==> src/hdl/relay_pkg.sv <==
// relay core shared types: data and address words, instruction classes, codes and states
`default_nettype none

package relay_pkg;

	typedef logic [7:0] data_t;
	typedef logic [15:0] addr_t;

	// instruction class codes, as the sequencer exit logic sees them
	typedef enum logic [3:0] {
		mov_8      = 4'b0000,
		alu        = 4'b1000,
		setab      = 4'b0100,
		inc_xy     = 4'b1011,
		load_store = 4'b1001,
		goto       = 4'b1100,
		mov16_halt = 4'b1010
	} instr_class_t;

	// user register codes in encoding order
	typedef enum logic [2:0] {
		sel_a, sel_b, sel_c, sel_d, sel_m1, sel_m2, sel_x, sel_y
	} reg_sel_t;

	typedef enum logic [2:0] {
		alu_add, alu_inc, alu_and, alu_or, alu_xor, alu_not, alu_shl, alu_clr
	} alu_func_t;

	// source that drives the internal data bus during a register write
	typedef enum logic [1:0] {
		src_reg, src_alu, src_imm, src_mem
	} bus_src_t;

	// one instruction byte seen through each of its field layouts
	typedef union packed {
		logic [7:0] raw;
		struct packed {
			logic [1:0] tag;
			reg_sel_t   dst;
			reg_sel_t   src;
		} mov;
		struct packed {
			logic [3:0] tag;
			// 0 writes A, 1 writes D
			logic       dest;
			alu_func_t  func;
		} arith;
		struct packed {
			logic [1:0]        tag;
			// 0 writes A, 1 writes B
			logic              dest;
			logic signed [4:0] value;
		} imm;
		struct packed {
			logic [3:0] tag;
			logic       store;
			logic       spare;
			logic [1:0] rsel;
		} ldst;
	} instr_word_t;

	// one-hot sequencer steps, the bit position is the step number minus one
	typedef enum logic [23:0] {
		state_1  = 24'h000001,
		state_2  = 24'h000002,
		state_3  = 24'h000004,
		state_4  = 24'h000008,
		state_5  = 24'h000010,
		state_6  = 24'h000020,
		state_7  = 24'h000040,
		state_8  = 24'h000080,
		state_9  = 24'h000100,
		state_10 = 24'h000200,
		state_11 = 24'h000400,
		state_12 = 24'h000800,
		state_13 = 24'h001000,
		state_14 = 24'h002000,
		state_15 = 24'h004000,
		state_16 = 24'h008000,
		state_17 = 24'h010000,
		state_18 = 24'h020000,
		state_19 = 24'h040000,
		state_20 = 24'h080000,
		state_21 = 24'h100000,
		state_22 = 24'h200000,
		state_23 = 24'h400000,
		state_24 = 24'h800000
	} seq_state_t;

	localparam data_t halt_opcode = 8'b1010_1110;
	// copies M1:M2 into X:Y
	localparam data_t mov16_opcode = 8'b1010_0000;

	// number of sequencer steps an instruction class runs for
	function automatic int unsigned step_count(input instr_class_t cls);
		case (cls)
			mov_8, alu, setab: return 8;
			load_store, mov16_halt: return 12;
			inc_xy: return 14;
			goto: return 24;
			default: return 12;
		endcase
	endfunction

endpackage

`default_nettype wire

==> src/hdl/ctrl_if.sv <==
// control bundle carrying register, program counter and ALU strobes out of the control matrix
`timescale 1ns/1ns
`default_nettype none

interface ctrl_if;
	import relay_pkg::*;

	// write enable and target for the user register file
	logic      reg_load;
	reg_sel_t  reg_dst;
	bus_src_t  bus_src;
	logic      ir_load;
	// program counter controls
	logic      pc_inc;
	logic      pc_from_j;
	// jump register loads during goto
	logic      j1_load;
	logic      j2_load;
	// 16-bit X:Y operations
	logic      xy_inc;
	logic      xy_from_m;
	alu_func_t alu_func;

	modport source (
		output reg_load, reg_dst, bus_src, ir_load, pc_inc, pc_from_j,
		output j1_load, j2_load, xy_inc, xy_from_m, alu_func
	);

	modport sink (
		input reg_load, reg_dst, bus_src, ir_load, pc_inc, pc_from_j,
		input j1_load, j2_load, xy_inc, xy_from_m, alu_func
	);

endinterface

`default_nettype wire

==> src/hdl/alu_unit.sv <==
// combinational eight-function ALU working on the B and C registers
`timescale 1ns/1ns
`default_nettype none

module alu_unit (
	input  relay_pkg::data_t b,
	input  relay_pkg::data_t c,
	ctrl_if.sink             ctrl,
	output relay_pkg::data_t result
);
	import relay_pkg::*;

	// all arithmetic wraps at eight bits, the single-operand functions use B only
	always_comb
	begin
		case (ctrl.alu_func)
			alu_add: result = b + c;
			alu_inc: result = b + 8'd1;
			alu_and: result = b & c;
			alu_or:  result = b | c;
			alu_xor: result = b ^ c;
			alu_not: result = ~b;
			// bit 7 drops out, a zero enters at bit 0
			alu_shl: result = {b[6:0], 1'b0};
			default: result = '0;
		endcase
	end

endmodule

`default_nettype wire

==> src/hdl/control_matrix.sv <==
// control matrix that turns the sequencer step and instruction into strobes and bus requests
`timescale 1ns/1ns
`default_nettype none

module control_matrix (
	input  relay_pkg::seq_state_t   state,
	input  relay_pkg::instr_word_t  instr,
	input  relay_pkg::instr_class_t class_code,
	input  logic                    is_mov16,
	input  logic                    ack,
	output logic                    cyc,
	output logic                    stb,
	output logic                    we,
	output logic                    mem_addr_sel,
	output logic                    hold,
	ctrl_if.source                  ctrl
);
	import relay_pkg::*;

	// the ALU function field is always presented, only step 6 of an ALU op uses it
	assign ctrl.alu_func = instr.arith.func;

	// a memory step keeps the sequencer in place until the slave acknowledges
	assign hold = cyc && !ack;

	always_comb
	begin
		cyc             = 1'b0;
		stb             = 1'b0;
		we              = 1'b0;
		mem_addr_sel    = 1'b0;
		ctrl.reg_load   = 1'b0;
		ctrl.reg_dst    = sel_a;
		ctrl.bus_src    = src_reg;
		ctrl.ir_load    = 1'b0;
		ctrl.pc_inc     = 1'b0;
		ctrl.pc_from_j  = 1'b0;
		ctrl.j1_load    = 1'b0;
		ctrl.j2_load    = 1'b0;
		ctrl.xy_inc     = 1'b0;
		ctrl.xy_from_m  = 1'b0;
		case (state)
			state_2:
			begin
				// opcode fetch at the PC, the byte is taken on the acknowledging edge
				cyc          = 1'b1;
				stb          = 1'b1;
				ctrl.ir_load = ack;
			end
			state_3: ctrl.pc_inc = 1'b1;
			state_6:
			begin
				case (class_code)
					mov_8:
					begin
						ctrl.reg_load = 1'b1;
						ctrl.reg_dst  = instr.mov.dst;
						ctrl.bus_src  = src_reg;
					end
					alu:
					begin
						ctrl.reg_load = 1'b1;
						ctrl.reg_dst  = instr.arith.dest ? sel_d : sel_a;
						ctrl.bus_src  = src_alu;
					end
					setab:
					begin
						ctrl.reg_load = 1'b1;
						ctrl.reg_dst  = instr.imm.dest ? sel_b : sel_a;
						ctrl.bus_src  = src_imm;
					end
					mov16_halt: ctrl.xy_from_m = is_mov16;
					default: ctrl.reg_load = 1'b0;
				endcase
			end
			state_10:
			begin
				if (class_code == load_store)
				begin
					// data access at M1:M2, a load writes A to D from the read data
					cyc           = 1'b1;
					stb           = 1'b1;
					we            = instr.ldst.store;
					mem_addr_sel  = 1'b1;
					ctrl.reg_load = !instr.ldst.store && ack;
					ctrl.reg_dst  = reg_sel_t'({1'b0, instr.ldst.rsel});
					ctrl.bus_src  = src_mem;
				end
				else if (class_code == goto)
				begin
					// high jump byte follows the opcode
					cyc          = 1'b1;
					stb          = 1'b1;
					ctrl.j1_load = ack;
				end
			end
			state_11: ctrl.pc_inc = (class_code == goto);
			state_13: ctrl.xy_inc = (class_code == inc_xy);
			state_18:
			begin
				cyc          = (class_code == goto);
				stb          = (class_code == goto);
				ctrl.j2_load = (class_code == goto) && ack;
			end
			state_19: ctrl.pc_inc = (class_code == goto);
			state_23: ctrl.pc_from_j = (class_code == goto);
			default: cyc = 1'b0;
		endcase
	end

endmodule

`default_nettype wire

==> src/hdl/instr_decoder.sv <==
// instruction decoder that sorts the instruction register into a class and picks out sub-codes
`timescale 1ns/1ns
`default_nettype none

module instr_decoder (
	input  relay_pkg::instr_word_t  instr,
	output relay_pkg::instr_class_t class_code,
	output logic                    is_halt,
	output logic                    is_mov16
);
	import relay_pkg::*;

	// two-bit tags are tested first, the rest of the space is split on the four-bit tag
	always_comb
	begin
		if (instr.mov.tag == 2'b00)
			class_code = mov_8;
		else if (instr.imm.tag == 2'b01)
			class_code = setab;
		else
		begin
			case (instr.arith.tag)
				4'b1000: class_code = alu;
				4'b1001: class_code = load_store;
				// only the plain 1011_0000 byte increments X:Y
				4'b1011: class_code = (instr.raw == 8'b1011_0000) ? inc_xy : mov16_halt;
				4'b1100, 4'b1101, 4'b1110, 4'b1111: class_code = goto;
				// 1010 and unused encodings run as a 12-step no-op
				default: class_code = mov16_halt;
			endcase
		end
	end

	// sub-codes only count inside the mov16/halt class
	assign is_halt  = (class_code == mov16_halt) && (instr.raw == halt_opcode);
	assign is_mov16 = (class_code == mov16_halt) && (instr.raw == mov16_opcode);

endmodule

`default_nettype wire

==> src/hdl/register_file.sv <==
// register file with user registers, instruction register, PC and jump registers on one data bus
`timescale 1ns/1ns
`default_nettype none

module register_file #(
	parameter relay_pkg::addr_t reset_vector = '0
) (
	input  logic                   clock,
	input  logic                   rst,
	ctrl_if.sink                   ctrl,
	input  relay_pkg::data_t       alu_result,
	input  relay_pkg::data_t       mem_rdata,
	input  logic                   mem_addr_sel,
	output relay_pkg::instr_word_t instr,
	output relay_pkg::data_t       reg_b,
	output relay_pkg::data_t       reg_c,
	output relay_pkg::addr_t       adr,
	output relay_pkg::data_t       wdata
);
	import relay_pkg::*;

	data_t regs [8];
	data_t j1;
	data_t j2;
	addr_t pc;
	data_t bus;

	// internal data bus, setab immediates are sign extended from five bits
	always_comb
	begin
		case (ctrl.bus_src)
			src_reg: bus = regs[instr.mov.src];
			src_alu: bus = alu_result;
			src_imm: bus = data_t'(instr.imm.value);
			default: bus = mem_rdata;
		endcase
	end

	// instruction register and PC start from a known point
	always_ff @(posedge clock)
	begin
		if (rst)
		begin
			instr <= '0;
			pc    <= reset_vector;
		end
		else
		begin
			if (ctrl.ir_load)
				instr <= mem_rdata;
			if (ctrl.pc_from_j)
				pc <= {j1, j2};
			else if (ctrl.pc_inc)
				pc <= pc + 16'd1;
		end
	end

	// user and jump registers, the X:Y operations land after a bus write to the same pair
	always_ff @(posedge clock)
	begin
		if (ctrl.reg_load)
			regs[ctrl.reg_dst] <= bus;
		if (ctrl.xy_inc)
			{regs[sel_x], regs[sel_y]} <= {regs[sel_x], regs[sel_y]} + 16'd1;
		else if (ctrl.xy_from_m)
			{regs[sel_x], regs[sel_y]} <= {regs[sel_m1], regs[sel_m2]};
		if (ctrl.j1_load)
			j1 <= mem_rdata;
		if (ctrl.j2_load)
			j2 <= mem_rdata;
	end

	assign reg_b = regs[sel_b];
	assign reg_c = regs[sel_c];

	// data accesses use M1:M2, fetches and goto bytes come from the PC
	assign adr   = mem_addr_sel ? {regs[sel_m1], regs[sel_m2]} : pc;
	assign wdata = regs[reg_sel_t'({1'b0, instr.ldst.rsel})];

endmodule

`default_nettype wire

==> src/hdl/relay_cpu_top.sv <==
// relay computer core with a Wishbone classic master port toward external memory
`timescale 1ns/1ns
`default_nettype none

module relay_cpu_top #(
	parameter relay_pkg::addr_t reset_vector = '0
) (
	input  logic             clock,
	input  logic             rst,
	output relay_pkg::addr_t wb_adr,
	output relay_pkg::data_t wb_dat_o,
	input  relay_pkg::data_t wb_dat_i,
	output logic             wb_we,
	output logic             wb_cyc,
	output logic             wb_stb,
	input  logic             wb_ack,
	output logic             halted
);
	import relay_pkg::*;

	instr_word_t  instr;
	instr_class_t class_code;
	logic         is_halt;
	logic         is_mov16;
	seq_state_t   state;
	logic         hold;
	logic         mem_addr_sel;
	data_t        reg_b;
	data_t        reg_c;
	data_t        alu_result;

	ctrl_if ctrl ();

	instr_decoder u_decoder (
		.instr      (instr),
		.class_code (class_code),
		.is_halt    (is_halt),
		.is_mov16   (is_mov16)
	);

	sequencer_fsm u_sequencer (
		.clock      (clock),
		.rst        (rst),
		.class_code (class_code),
		.hold       (hold),
		.is_halt    (is_halt),
		.state      (state),
		.halted     (halted)
	);

	control_matrix u_control (
		.state        (state),
		.instr        (instr),
		.class_code   (class_code),
		.is_mov16     (is_mov16),
		.ack          (wb_ack),
		.cyc          (wb_cyc),
		.stb          (wb_stb),
		.we           (wb_we),
		.mem_addr_sel (mem_addr_sel),
		.hold         (hold),
		.ctrl         (ctrl.source)
	);

	register_file #(
		.reset_vector (reset_vector)
	) u_regs (
		.clock        (clock),
		.rst          (rst),
		.ctrl         (ctrl.sink),
		.alu_result   (alu_result),
		.mem_rdata    (wb_dat_i),
		.mem_addr_sel (mem_addr_sel),
		.instr        (instr),
		.reg_b        (reg_b),
		.reg_c        (reg_c),
		.adr          (wb_adr),
		.wdata        (wb_dat_o)
	);

	alu_unit u_alu (
		.b      (reg_b),
		.c      (reg_c),
		.ctrl   (ctrl.sink),
		.result (alu_result)
	);

endmodule

`default_nettype wire

==> src/hdl/sequencer_fsm.sv <==
// one-hot 24-step sequencer with class-dependent return points, memory hold and halt
`timescale 1ns/1ns
`default_nettype none

module sequencer_fsm (
	input  logic                    clock,
	input  logic                    rst,
	input  relay_pkg::instr_class_t class_code,
	input  logic                    hold,
	input  logic                    is_halt,
	output relay_pkg::seq_state_t   state,
	output logic                    halted
);
	import relay_pkg::*;

	seq_state_t next_state;

	// the state register moves one step per clock unless a memory step is waiting
	always_ff @(posedge clock)
	begin
		if (rst)
			state <= state_1;
		else if (!hold)
			state <= next_state;
	end

	// halted stays up until reset once a halt instruction reaches step 12
	always_ff @(posedge clock)
	begin
		if (rst)
			halted <= 1'b0;
		else if (state == state_12 && is_halt)
			halted <= 1'b1;
	end

	// normal flow rotates the hot bit one place, step 24 wraps to step 1 by itself
	always_comb
	begin
		next_state = seq_state_t'({state[22:0], state[23]});
		case (state)
			state_8:
				if (class_code inside {mov_8, alu, setab})
					next_state = state_1;
			state_12:
				if (is_halt)
					next_state = state_12;
				else if (class_code inside {load_store, mov16_halt})
					next_state = state_1;
			state_14:
				// goto is the only class still running past here
				if (class_code == inc_xy)
					next_state = state_1;
			default:
				next_state = seq_state_t'({state[22:0], state[23]});
		endcase
	end

endmodule

`default_nettype wire

==> config.mk <==
export PLATFORM = sky130hd
export DESIGN_NAME = relay_cpu_top
export DESIGN_NICKNAME = d
export VERILOG_FILES = /design/src/hdl/relay_pkg.sv /design/src/hdl/ctrl_if.sv /design/src/hdl/alu_unit.sv /design/src/hdl/control_matrix.sv /design/src/hdl/instr_decoder.sv /design/src/hdl/register_file.sv /design/src/hdl/relay_cpu_top.sv /design/src/hdl/sequencer_fsm.sv
export SDC_FILE = /design/constraint.sdc
export NUM_CORES = 1
export LEC_CHECK = 0
export ABC_CLOCK_PERIOD_IN_PS = 7300
export BUFFER_PORTS_ARGS = -buffer_cell sky130_fd_sc_hd__buf_2
export CAP_MARGIN = 20
export CORE_MARGIN = 2
export CORE_UTILIZATION = 25
export CTS_BUF_LIST = sky130_fd_sc_hd__clkbuf_8 sky130_fd_sc_hd__clkbuf_16
export CTS_CLUSTER_DIAMETER = 50
export DETAILED_ROUTE_END_ITERATION = 12
export GPL_ROUTABILITY_DRIVEN = 0
export PLACE_DENSITY_LB_ADDON = 0.05
export RECOVER_POWER = 25
export SLEW_MARGIN = 20
export SYNTH_ARGS = -nofsm -noshare
export SYNTH_HDL_FRONTEND = slang
export SYNTH_HIERARCHICAL = 1
export SYNTH_SLANG_ARGS = --single-unit
==> constraint.sdc <==
create_clock -name clock -period 7.3 [get_ports clock]
set_input_delay 0.365 -clock clock [delete_from_list [all_inputs] [get_ports clock]]
set_output_delay 0.365 -clock clock [all_outputs]
set_load 0.02 [all_outputs]
---- After elaboration in Yosys (flattened, before gate mapping) ----
Index checks and enable logic that the tools add are counted.
cells by class
  muxes and demuxes ....................... 54
  reduce and logical (&&, ||, !) cells .... 20
  $lt $le $gt $ge ......................... 4
  bitwise logic cells ..................... 7
  equal/unequal tests ..................... 37
  $add $sub $neg .......................... 4
operator list
  cell                   number
  $mux 16                6
  $mux 24                4
  $pmux 24 s3            1
  $bwmux 64              1
  $pmux 8 s7             1
  $bmux 8 s3             2
  $eq 4x4->1 const B     12
  $mux 8                 5
  $add 16x1->16 const B  2
  $demux 8 s3            1
  $eq 24x10->1 const B   1
  $eq 24x11->1 const B   1
  $eq 24x12->1 const B   1
  $eq 24x13->1 const B   1
  $eq 24x14->1 const B   1
  $eq 24x18->1 const B   1
  $eq 24x19->1 const B   1
  $eq 24x2->1 const B    1
  $eq 24x23->1 const B   1
  $eq 24x3->1 const B    1
  $eq 24x6->1 const B    1
  $eq 24x8->1 const B    1
  $eq 8x8->1 const B     3
  $pmux 8 s3             1
  other kinds (35)       75
word-level totals
  logic and storage cells ................. 140
  register bits after elaboration ......... 129
  output and inout bits ................... 28

---- Longest topological paths before layout ----
  word-level depth ........................ 17
  depth in mapped cells ................... 18

---- By module ----
The synthesis kept the hierarchy.
by module, submodules not included
  module          cells an instance  times used  area each (um2)
  register_file   394                1           5170.0
  sequencer_fsm   116                1           1113.6
  alu_unit        154                1           1039.7
  control_matrix  74                 1           520.5
  instr_decoder   10                 1           66.3

---- Worst setup path after synthesis ----
Ideal clock, no wire load.
  path type ............................... register -> register
  from .................................... register u_regs/instr[1] in the netlist's numbering
  to ...................................... register u_regs/regs[13] in the netlist's numbering (data pin)
  arrival ................................. 3.502 ns
  data required time ...................... 7.030 ns
  period minus slack after synthesis ...... 3.773 ns
  stages on the path, launching flop included .. 10
  slack ................................... 3.527 ns
  path through ............................ dfxtp_1 -> or4_4 -> a21oi_1 -> nand2_1 -> nor4b_4 -> a31o_1 -> clkbuf_1 -> mux4_2 -> a221oi_1 -> a21oi_1
between the ends
  elaborated cells between the ends (all ways) .. 48
  classes of those cells .................. order compare (2); eq/ne (15); mux (24); bitwise (2); reduce/logical (5)
RTL lines
  what                                         line                                        RTL
  from (decl)                                  register_file.sv:14                         output relay_pkg::instr_word_t instr,
  from (signal assigned)                       register_file.sv:50                         instr <= mem_rdata;
  $eq 8x8->1 *                                 instr_decoder.sv:26                         4'b1011: class_code = (instr.raw == 8'b1011_0000) ? inc_xy : mov16_halt;
  $mux 1 *                                     instr_decoder.sv:26
  $pmux 4 s4 *                                 instr_decoder.sv:22                         case (instr.arith.tag)
  $mux 4 *                                     instr_decoder.sv:18                         else if (instr.imm.tag == 2'b01)
  $mux 4 *                                     instr_decoder.sv:16                         if (instr.mov.tag == 2'b00)
  via class_code[0]                            relay_cpu_top.sv:22                         instr_class_t class_code;
  $eq 4x3->1 (tied with other cells)           control_matrix.sv:53                        case (class_code)
  $pmux 2 s2 / $mux 2 (equally long branches)  control_matrix.sv:53, control_matrix.sv:78
  $pmux 2 s2 *                                 control_matrix.sv:42                        case (state)
  via ctrl.bus_src[0]                          ctrl_if.sv:11                               bus_src_t bus_src;
  $eq 2x2->1 (tied with other cells)           register_file.sv:31                         case (ctrl.bus_src)
  $pmux 8 s3 *                                 register_file.sv:31
  via u_regs.bus[5]                            register_file.sv:26                         data_t bus;
  $bwmux 64 *                                  register_file.sv:62                         regs[ctrl.reg_dst] <= bus;
  $mux 16 *                                    register_file.sv:61                         if (ctrl.reg_load)
  $mux 16 *                                    register_file.sv:65                         else if (ctrl.xy_from_m)
  $mux 16 *                                    register_file.sv:63                         if (ctrl.xy_inc)
  to (signal, indexed assignment)              register_file.sv:62
  to (signal, indexed assignment)              register_file.sv:64                         {regs[sel_x], regs[sel_y]} <= {regs[sel_x], regs[sel_y]} + 16'd1;
  to (signal, indexed assignment)              register_file.sv:66                         {regs[sel_x], regs[sel_y]} <= {regs[sel_m1], regs[sel_m2]};
  to (decl)                                    register_file.sv:22                         data_t regs [8];
Mark *: on every way through the listed nets, which the timed path passes. The rest lies on a longest branch. The select of a mux whose other input is x is not followed.
A chain may end at the register's enable or synchronous reset.

---- Worst setup path after layout ----
  from .................................... register u_regs/instr[1] in the netlist's numbering
  to ...................................... register u_regs/regs[1] in the netlist's numbering (data pin)
between the ends
  elaborated cells between the ends (all ways) .. 48
  classes of those cells .................. order compare (2); eq/ne (15); mux (24); bitwise (2); reduce/logical (5)
RTL lines
  what                                line                 RTL
  $eq 3x3->1 (tied with other cells)  alu_unit.sv:16       case (ctrl.alu_func)
  $pmux 8 s7 *                        alu_unit.sv:16
  via alu_result[1]                   relay_cpu_top.sv:30  data_t alu_result;
  $pmux 8 s3 *                        register_file.sv:31
  via u_regs.bus[1]                   register_file.sv:26
  $bwmux 64 *                         register_file.sv:62
  $mux 16 *                           register_file.sv:61
  $mux 16 *                           register_file.sv:65
  $mux 16 *                           register_file.sv:63
Marks and branches as above.

==> flow_summary_export.csv <==
group,metric,value,unit
grt,grt_max_degree,54,
pwr,p_per_area,190,nW/um^2
finish,layout-drive-gt1-share,16.1,%
sta,tightestPinTransition,2.19,ns
grt,met2_usage,25.3,%
grt,track_usage,15.3,%
sta,setup_viol,0,
sta,report.final.slew_viol_count,70,
worst_setup_path,cp_max_fo,38,
synth,synthArstFlopShare,0,%
synth,ys_top_cells_by_area,"edfxtp_1 (30%), dfxtp_1 (12%), mux2i_1 (4.3%), ha_1 (4.0%), nor2_1 (3.8%)",
grt,antenna_found_initial,5,
hold_path,hold_end,"u_regs/j1[0]$_DFFE_PP_",
synth,yosysSeqAreaShare,42.8,%
worst_setup_path,critPathKind,"flip-flop to flip-flop",
grt,grt_pass1_vias,5945,
sta,hold_viol,0,
pwr,peakVddDrop,0.138,mV
grt,grt_pass1_wl,37500,microns
worst_setup_path,crit_path_start_kind,"flip-flop",
drt,post_drt_via_cell_ratio,4.97,
worst_setup_path,endpoint_kind,"flip-flop",
floorplanning,dieWidth,182,microns
synth,syn_avg_cell_area,10.6,sq um
worst_setup_path,crit_path_max_incr_delay,1.56,ns
synth,synth_flop_cell,"edfxtp_1",
grt,use_met1,20.2,%
place,hpwl,17500,microns
grt,met3_usage,3.27,%
floorplanning,fp.dieH,182,microns
clock_tree,cts.sinks,129,
clock_tree,clk_pin_slew_worst_paths,0.06,ns
clock_tree,numCtsBuffers,17,
sta,fin_crit,5.49,ns
hold_path,hold_path_class,"input port to flip-flop",
drt,first_pass_iters,5,
drt,drc,0,
sta,relSlewSlack,-46.1,%
clock_tree,cts_resized,0,
sta,skew,0.0124,ns
synth,syn-instance-count,748,
place,placed_area,8410,sq um
place,port_buffers,38,
clock_tree,clock_tree.buffer_depth,2,
job,cap_violations,2,
synth,yosys-top-cells-count,"nor2_1 (81), edfxtp_1 (80), dfxtp_1 (49)",
floorplanning,rows,65,
synth,syn_nets,785,
worst_setup_path,r2r-start,"u_regs/instr[1]$_SDFFE_PP0P_",
worst_setup_path,worstPathCellList,"clkbuf_1, nor2_2, and2_0, or2_1, ha_1, inv_1, fa_1, mux2_2, o21ai_0, o22ai_1, a31oi_1, a221oi_1, a21oi_1",
worst_setup_path,cpMaxStageDelayCell,"clkbuf_1",
clock_tree,cts_tree,"built",
finish,syn_to_final_growth,13.0,%
synth,synth_edf_count,80,
hold_path,hold_depth,1,
drt,drt_iter0_drc,410,
grt,grt_overflow_total,0,
clock_tree,cts_hold_buffers,0,
worst_setup_path,reg2reg_to,"u_regs/regs[1]$_DFFE_PP_",
clock_tree,root_buffer,"clkbuf_16",
hold_path,min-delay-start,"wb_dat_i[0]",
finish,nets,798,
outcome,violations,"capacitance limit, slew limit",
worst_setup_path,critPathArrivalTime,5.78,ns
worst_setup_path,rrSetupSlack,1.81,ns
finish,num-fill-cells,3323,
sta,tns,0,ns
floorplanning,die_area,33100,sq um
synth,yosysMostFrequentCell,"nor2_1",
clock_tree,cts-htree-levels,4,
floorplanning,coreArea,31400,sq um
pwr,p_leak,3.10,nW
sta,fmax,182,MHz
finish,final_cell_area,8940,sq um
sta,rsz0062_at_grt,"no",
finish,diodes,0,
worst_setup_path,crit_required,7.58,ns
drt,wl_per_cell,20.8,microns
worst_setup_path,r2r_cells,13,
sta,fin_crit_sh,75.3,%
drt,antenna_left,0,
synth,yosysWarnings,6,
clock_tree,cts_post_setup_buffers_inserted,0,
grt,busiest_layer,"met2",
floorplanning,ios,39,
floorplanning,start_util,25.2,%
synth,synth_seq_cells,129,
synth,yosysTopAreaCellShare,30.4,%
drt,vias,5849,
clock_tree,clock_latency,0.43,ns
synth,yosysUniqueCellTypes,76,
synth,yosysTopAreaCell,"edfxtp_1",
synth,syn-cell-area,7910,sq um
drt,routed_wl,24500,microns
outcome,status,"finished with violations",
[layer usage]
metal  share of wire (%)  wire length (microns)
met1                  46                  11400
met2                  48                  11700
met3                 4.7                   1150
met4                0.82                    201
met5                   0                      0
[cells in the final DEF (no fill, tap or decap), types with 8 or more instances in the layout]
master     Yosys  layout
nor2_1        81      81
edfxtp_1      80      80
dfxtp_1       49      48
nand2_1       41      41
inv_1         39      40
a21oi_1       40      39
mux2i_1       34      34
mux2_2        25      25
ha_1          25      25
clkbuf_1      21      22
buf_2          8      21
o21ai_0       23      21
clkbuf_16      0      18
xnor2_1       17      17
xor2_1        17      17
a221oi_1      16      16
nand3_1       15      15
nand2b_1      13      13
nor3_1        13      11
nand4_1       11      11
mux4_1        11      11
mux4_2        10      10
nor2b_1        9       9
o21a_1         9       9
a211oi_1       9       9
nor4_1        10       8
[where the power goes]
| group | total [W] | switching [W] | internal (W) | leakage (nW) |
|---|---|---|---|---|
| Clock | 0.000842 | 0.000336 | 0.000506 | 0.298 |
| Combinational | 0.0000752 | 0.0000484 | 0.0000268 | 1.69 |
| Sequential | 0.000778 | 0.00000559 | 0.000773 | 1.12 |
[area by class of cell]
type | count | area, sq um | area share [%]
Tap cell | 402 | 503 | 5.63
Multi-Input combinational cell | 523 | 4080 | 45.6
Clock inverter | 12 | 104 | 1.16
Timing Repair Buffer | 50 | 240 | 2.69
Inverter | 40 | 150 | 1.68
Clock buffer | 20 | 478 | 5.35
Sequential cell | 129 | 3380 | 37.9
[registers in the layout, summed over array words and instances (netlist names), 8 cells and up]
register / count
u_regs/instr: 8
u_regs/j1: 8
u_regs/j2: 8
u_regs/pc: 16
u_regs/reg_b: 8
u_regs/reg_c: 8
u_regs/regs: 48
u_sequencer/state: 24
[cell families after synthesis]
| kind of cell | Yosys count | synth area share, % |
|---|---|---|
| compound gates | 132 | 11.5 |
| xor+xnor | 34 | 3.76 |
| fa+ha+maj | 26 | 4.21 |
| buf+inv | 96 | 5.96 |
| flops | 129 | 42.8 |
| mux | 81 | 14.6 |
| simple gates | 250 | 17.2 |
[worst max-delay path, delay by kind of cell, from the launching register on]
family | cells | cell delay (ns)
buffers and inverters | 2 | 1.64
AOI/OAI and AO/OA | 5 | 1.45
and+or+nand+nor | 3 | 0.98
adders and majority gates | 2 | 0.65
DFF | 1 | 0.32
muxes | 1 | 0.27
[worst max-delay path by stage]
stage	to	cells after the start	from	slack, ns
global placement	u_regs/regs[9]$_DFFE_PP_	12	u_regs/instr[2]$_SDFFE_PP0P_	2.82
global route	u_regs/regs[14]$_DFFE_PP_	15	u_regs/instr[1]$_SDFFE_PP0P_	1.31
finish	u_regs/regs[1]$_DFFE_PP_	13	u_regs/instr[1]$_SDFFE_PP0P_	1.81
detailed placement	u_regs/regs[1]$_DFFE_PP_	12	u_regs/instr[2]$_SDFFE_PP0P_	2.70
floorplan	u_regs/regs[13]$_DFFE_PP_	9	u_regs/instr[1]$_SDFFE_PP0P_	3.53
CTS	u_regs/regs[1]$_DFFE_PP_	12	u_regs/instr[2]$_SDFFE_PP0P_	2.66
[metrics by stage]
stage | utilization [%] | instances | setup WS (ns) | total power [W] | hold slack (ns)
after floorplan | - | 748 | 3.53 | 0.000844 | 0.437
after global placement | 26.7 | 1143 | 2.82 | 0.000871 | 0.436
after detailed placement | 26.8 | 1144 | 2.70 | 0.000872 | 0.438
after CTS | 28.6 | 1176 | 2.66 | 0.00172 | 0.181
after global routing | 28.5 | 1176 | 1.31 | 0.00176 | 0.285
final | 28.5 | 1176 | 1.81 | 0.00170 | 0.295
Note: power is estimated with default switching activity, not from simulation.
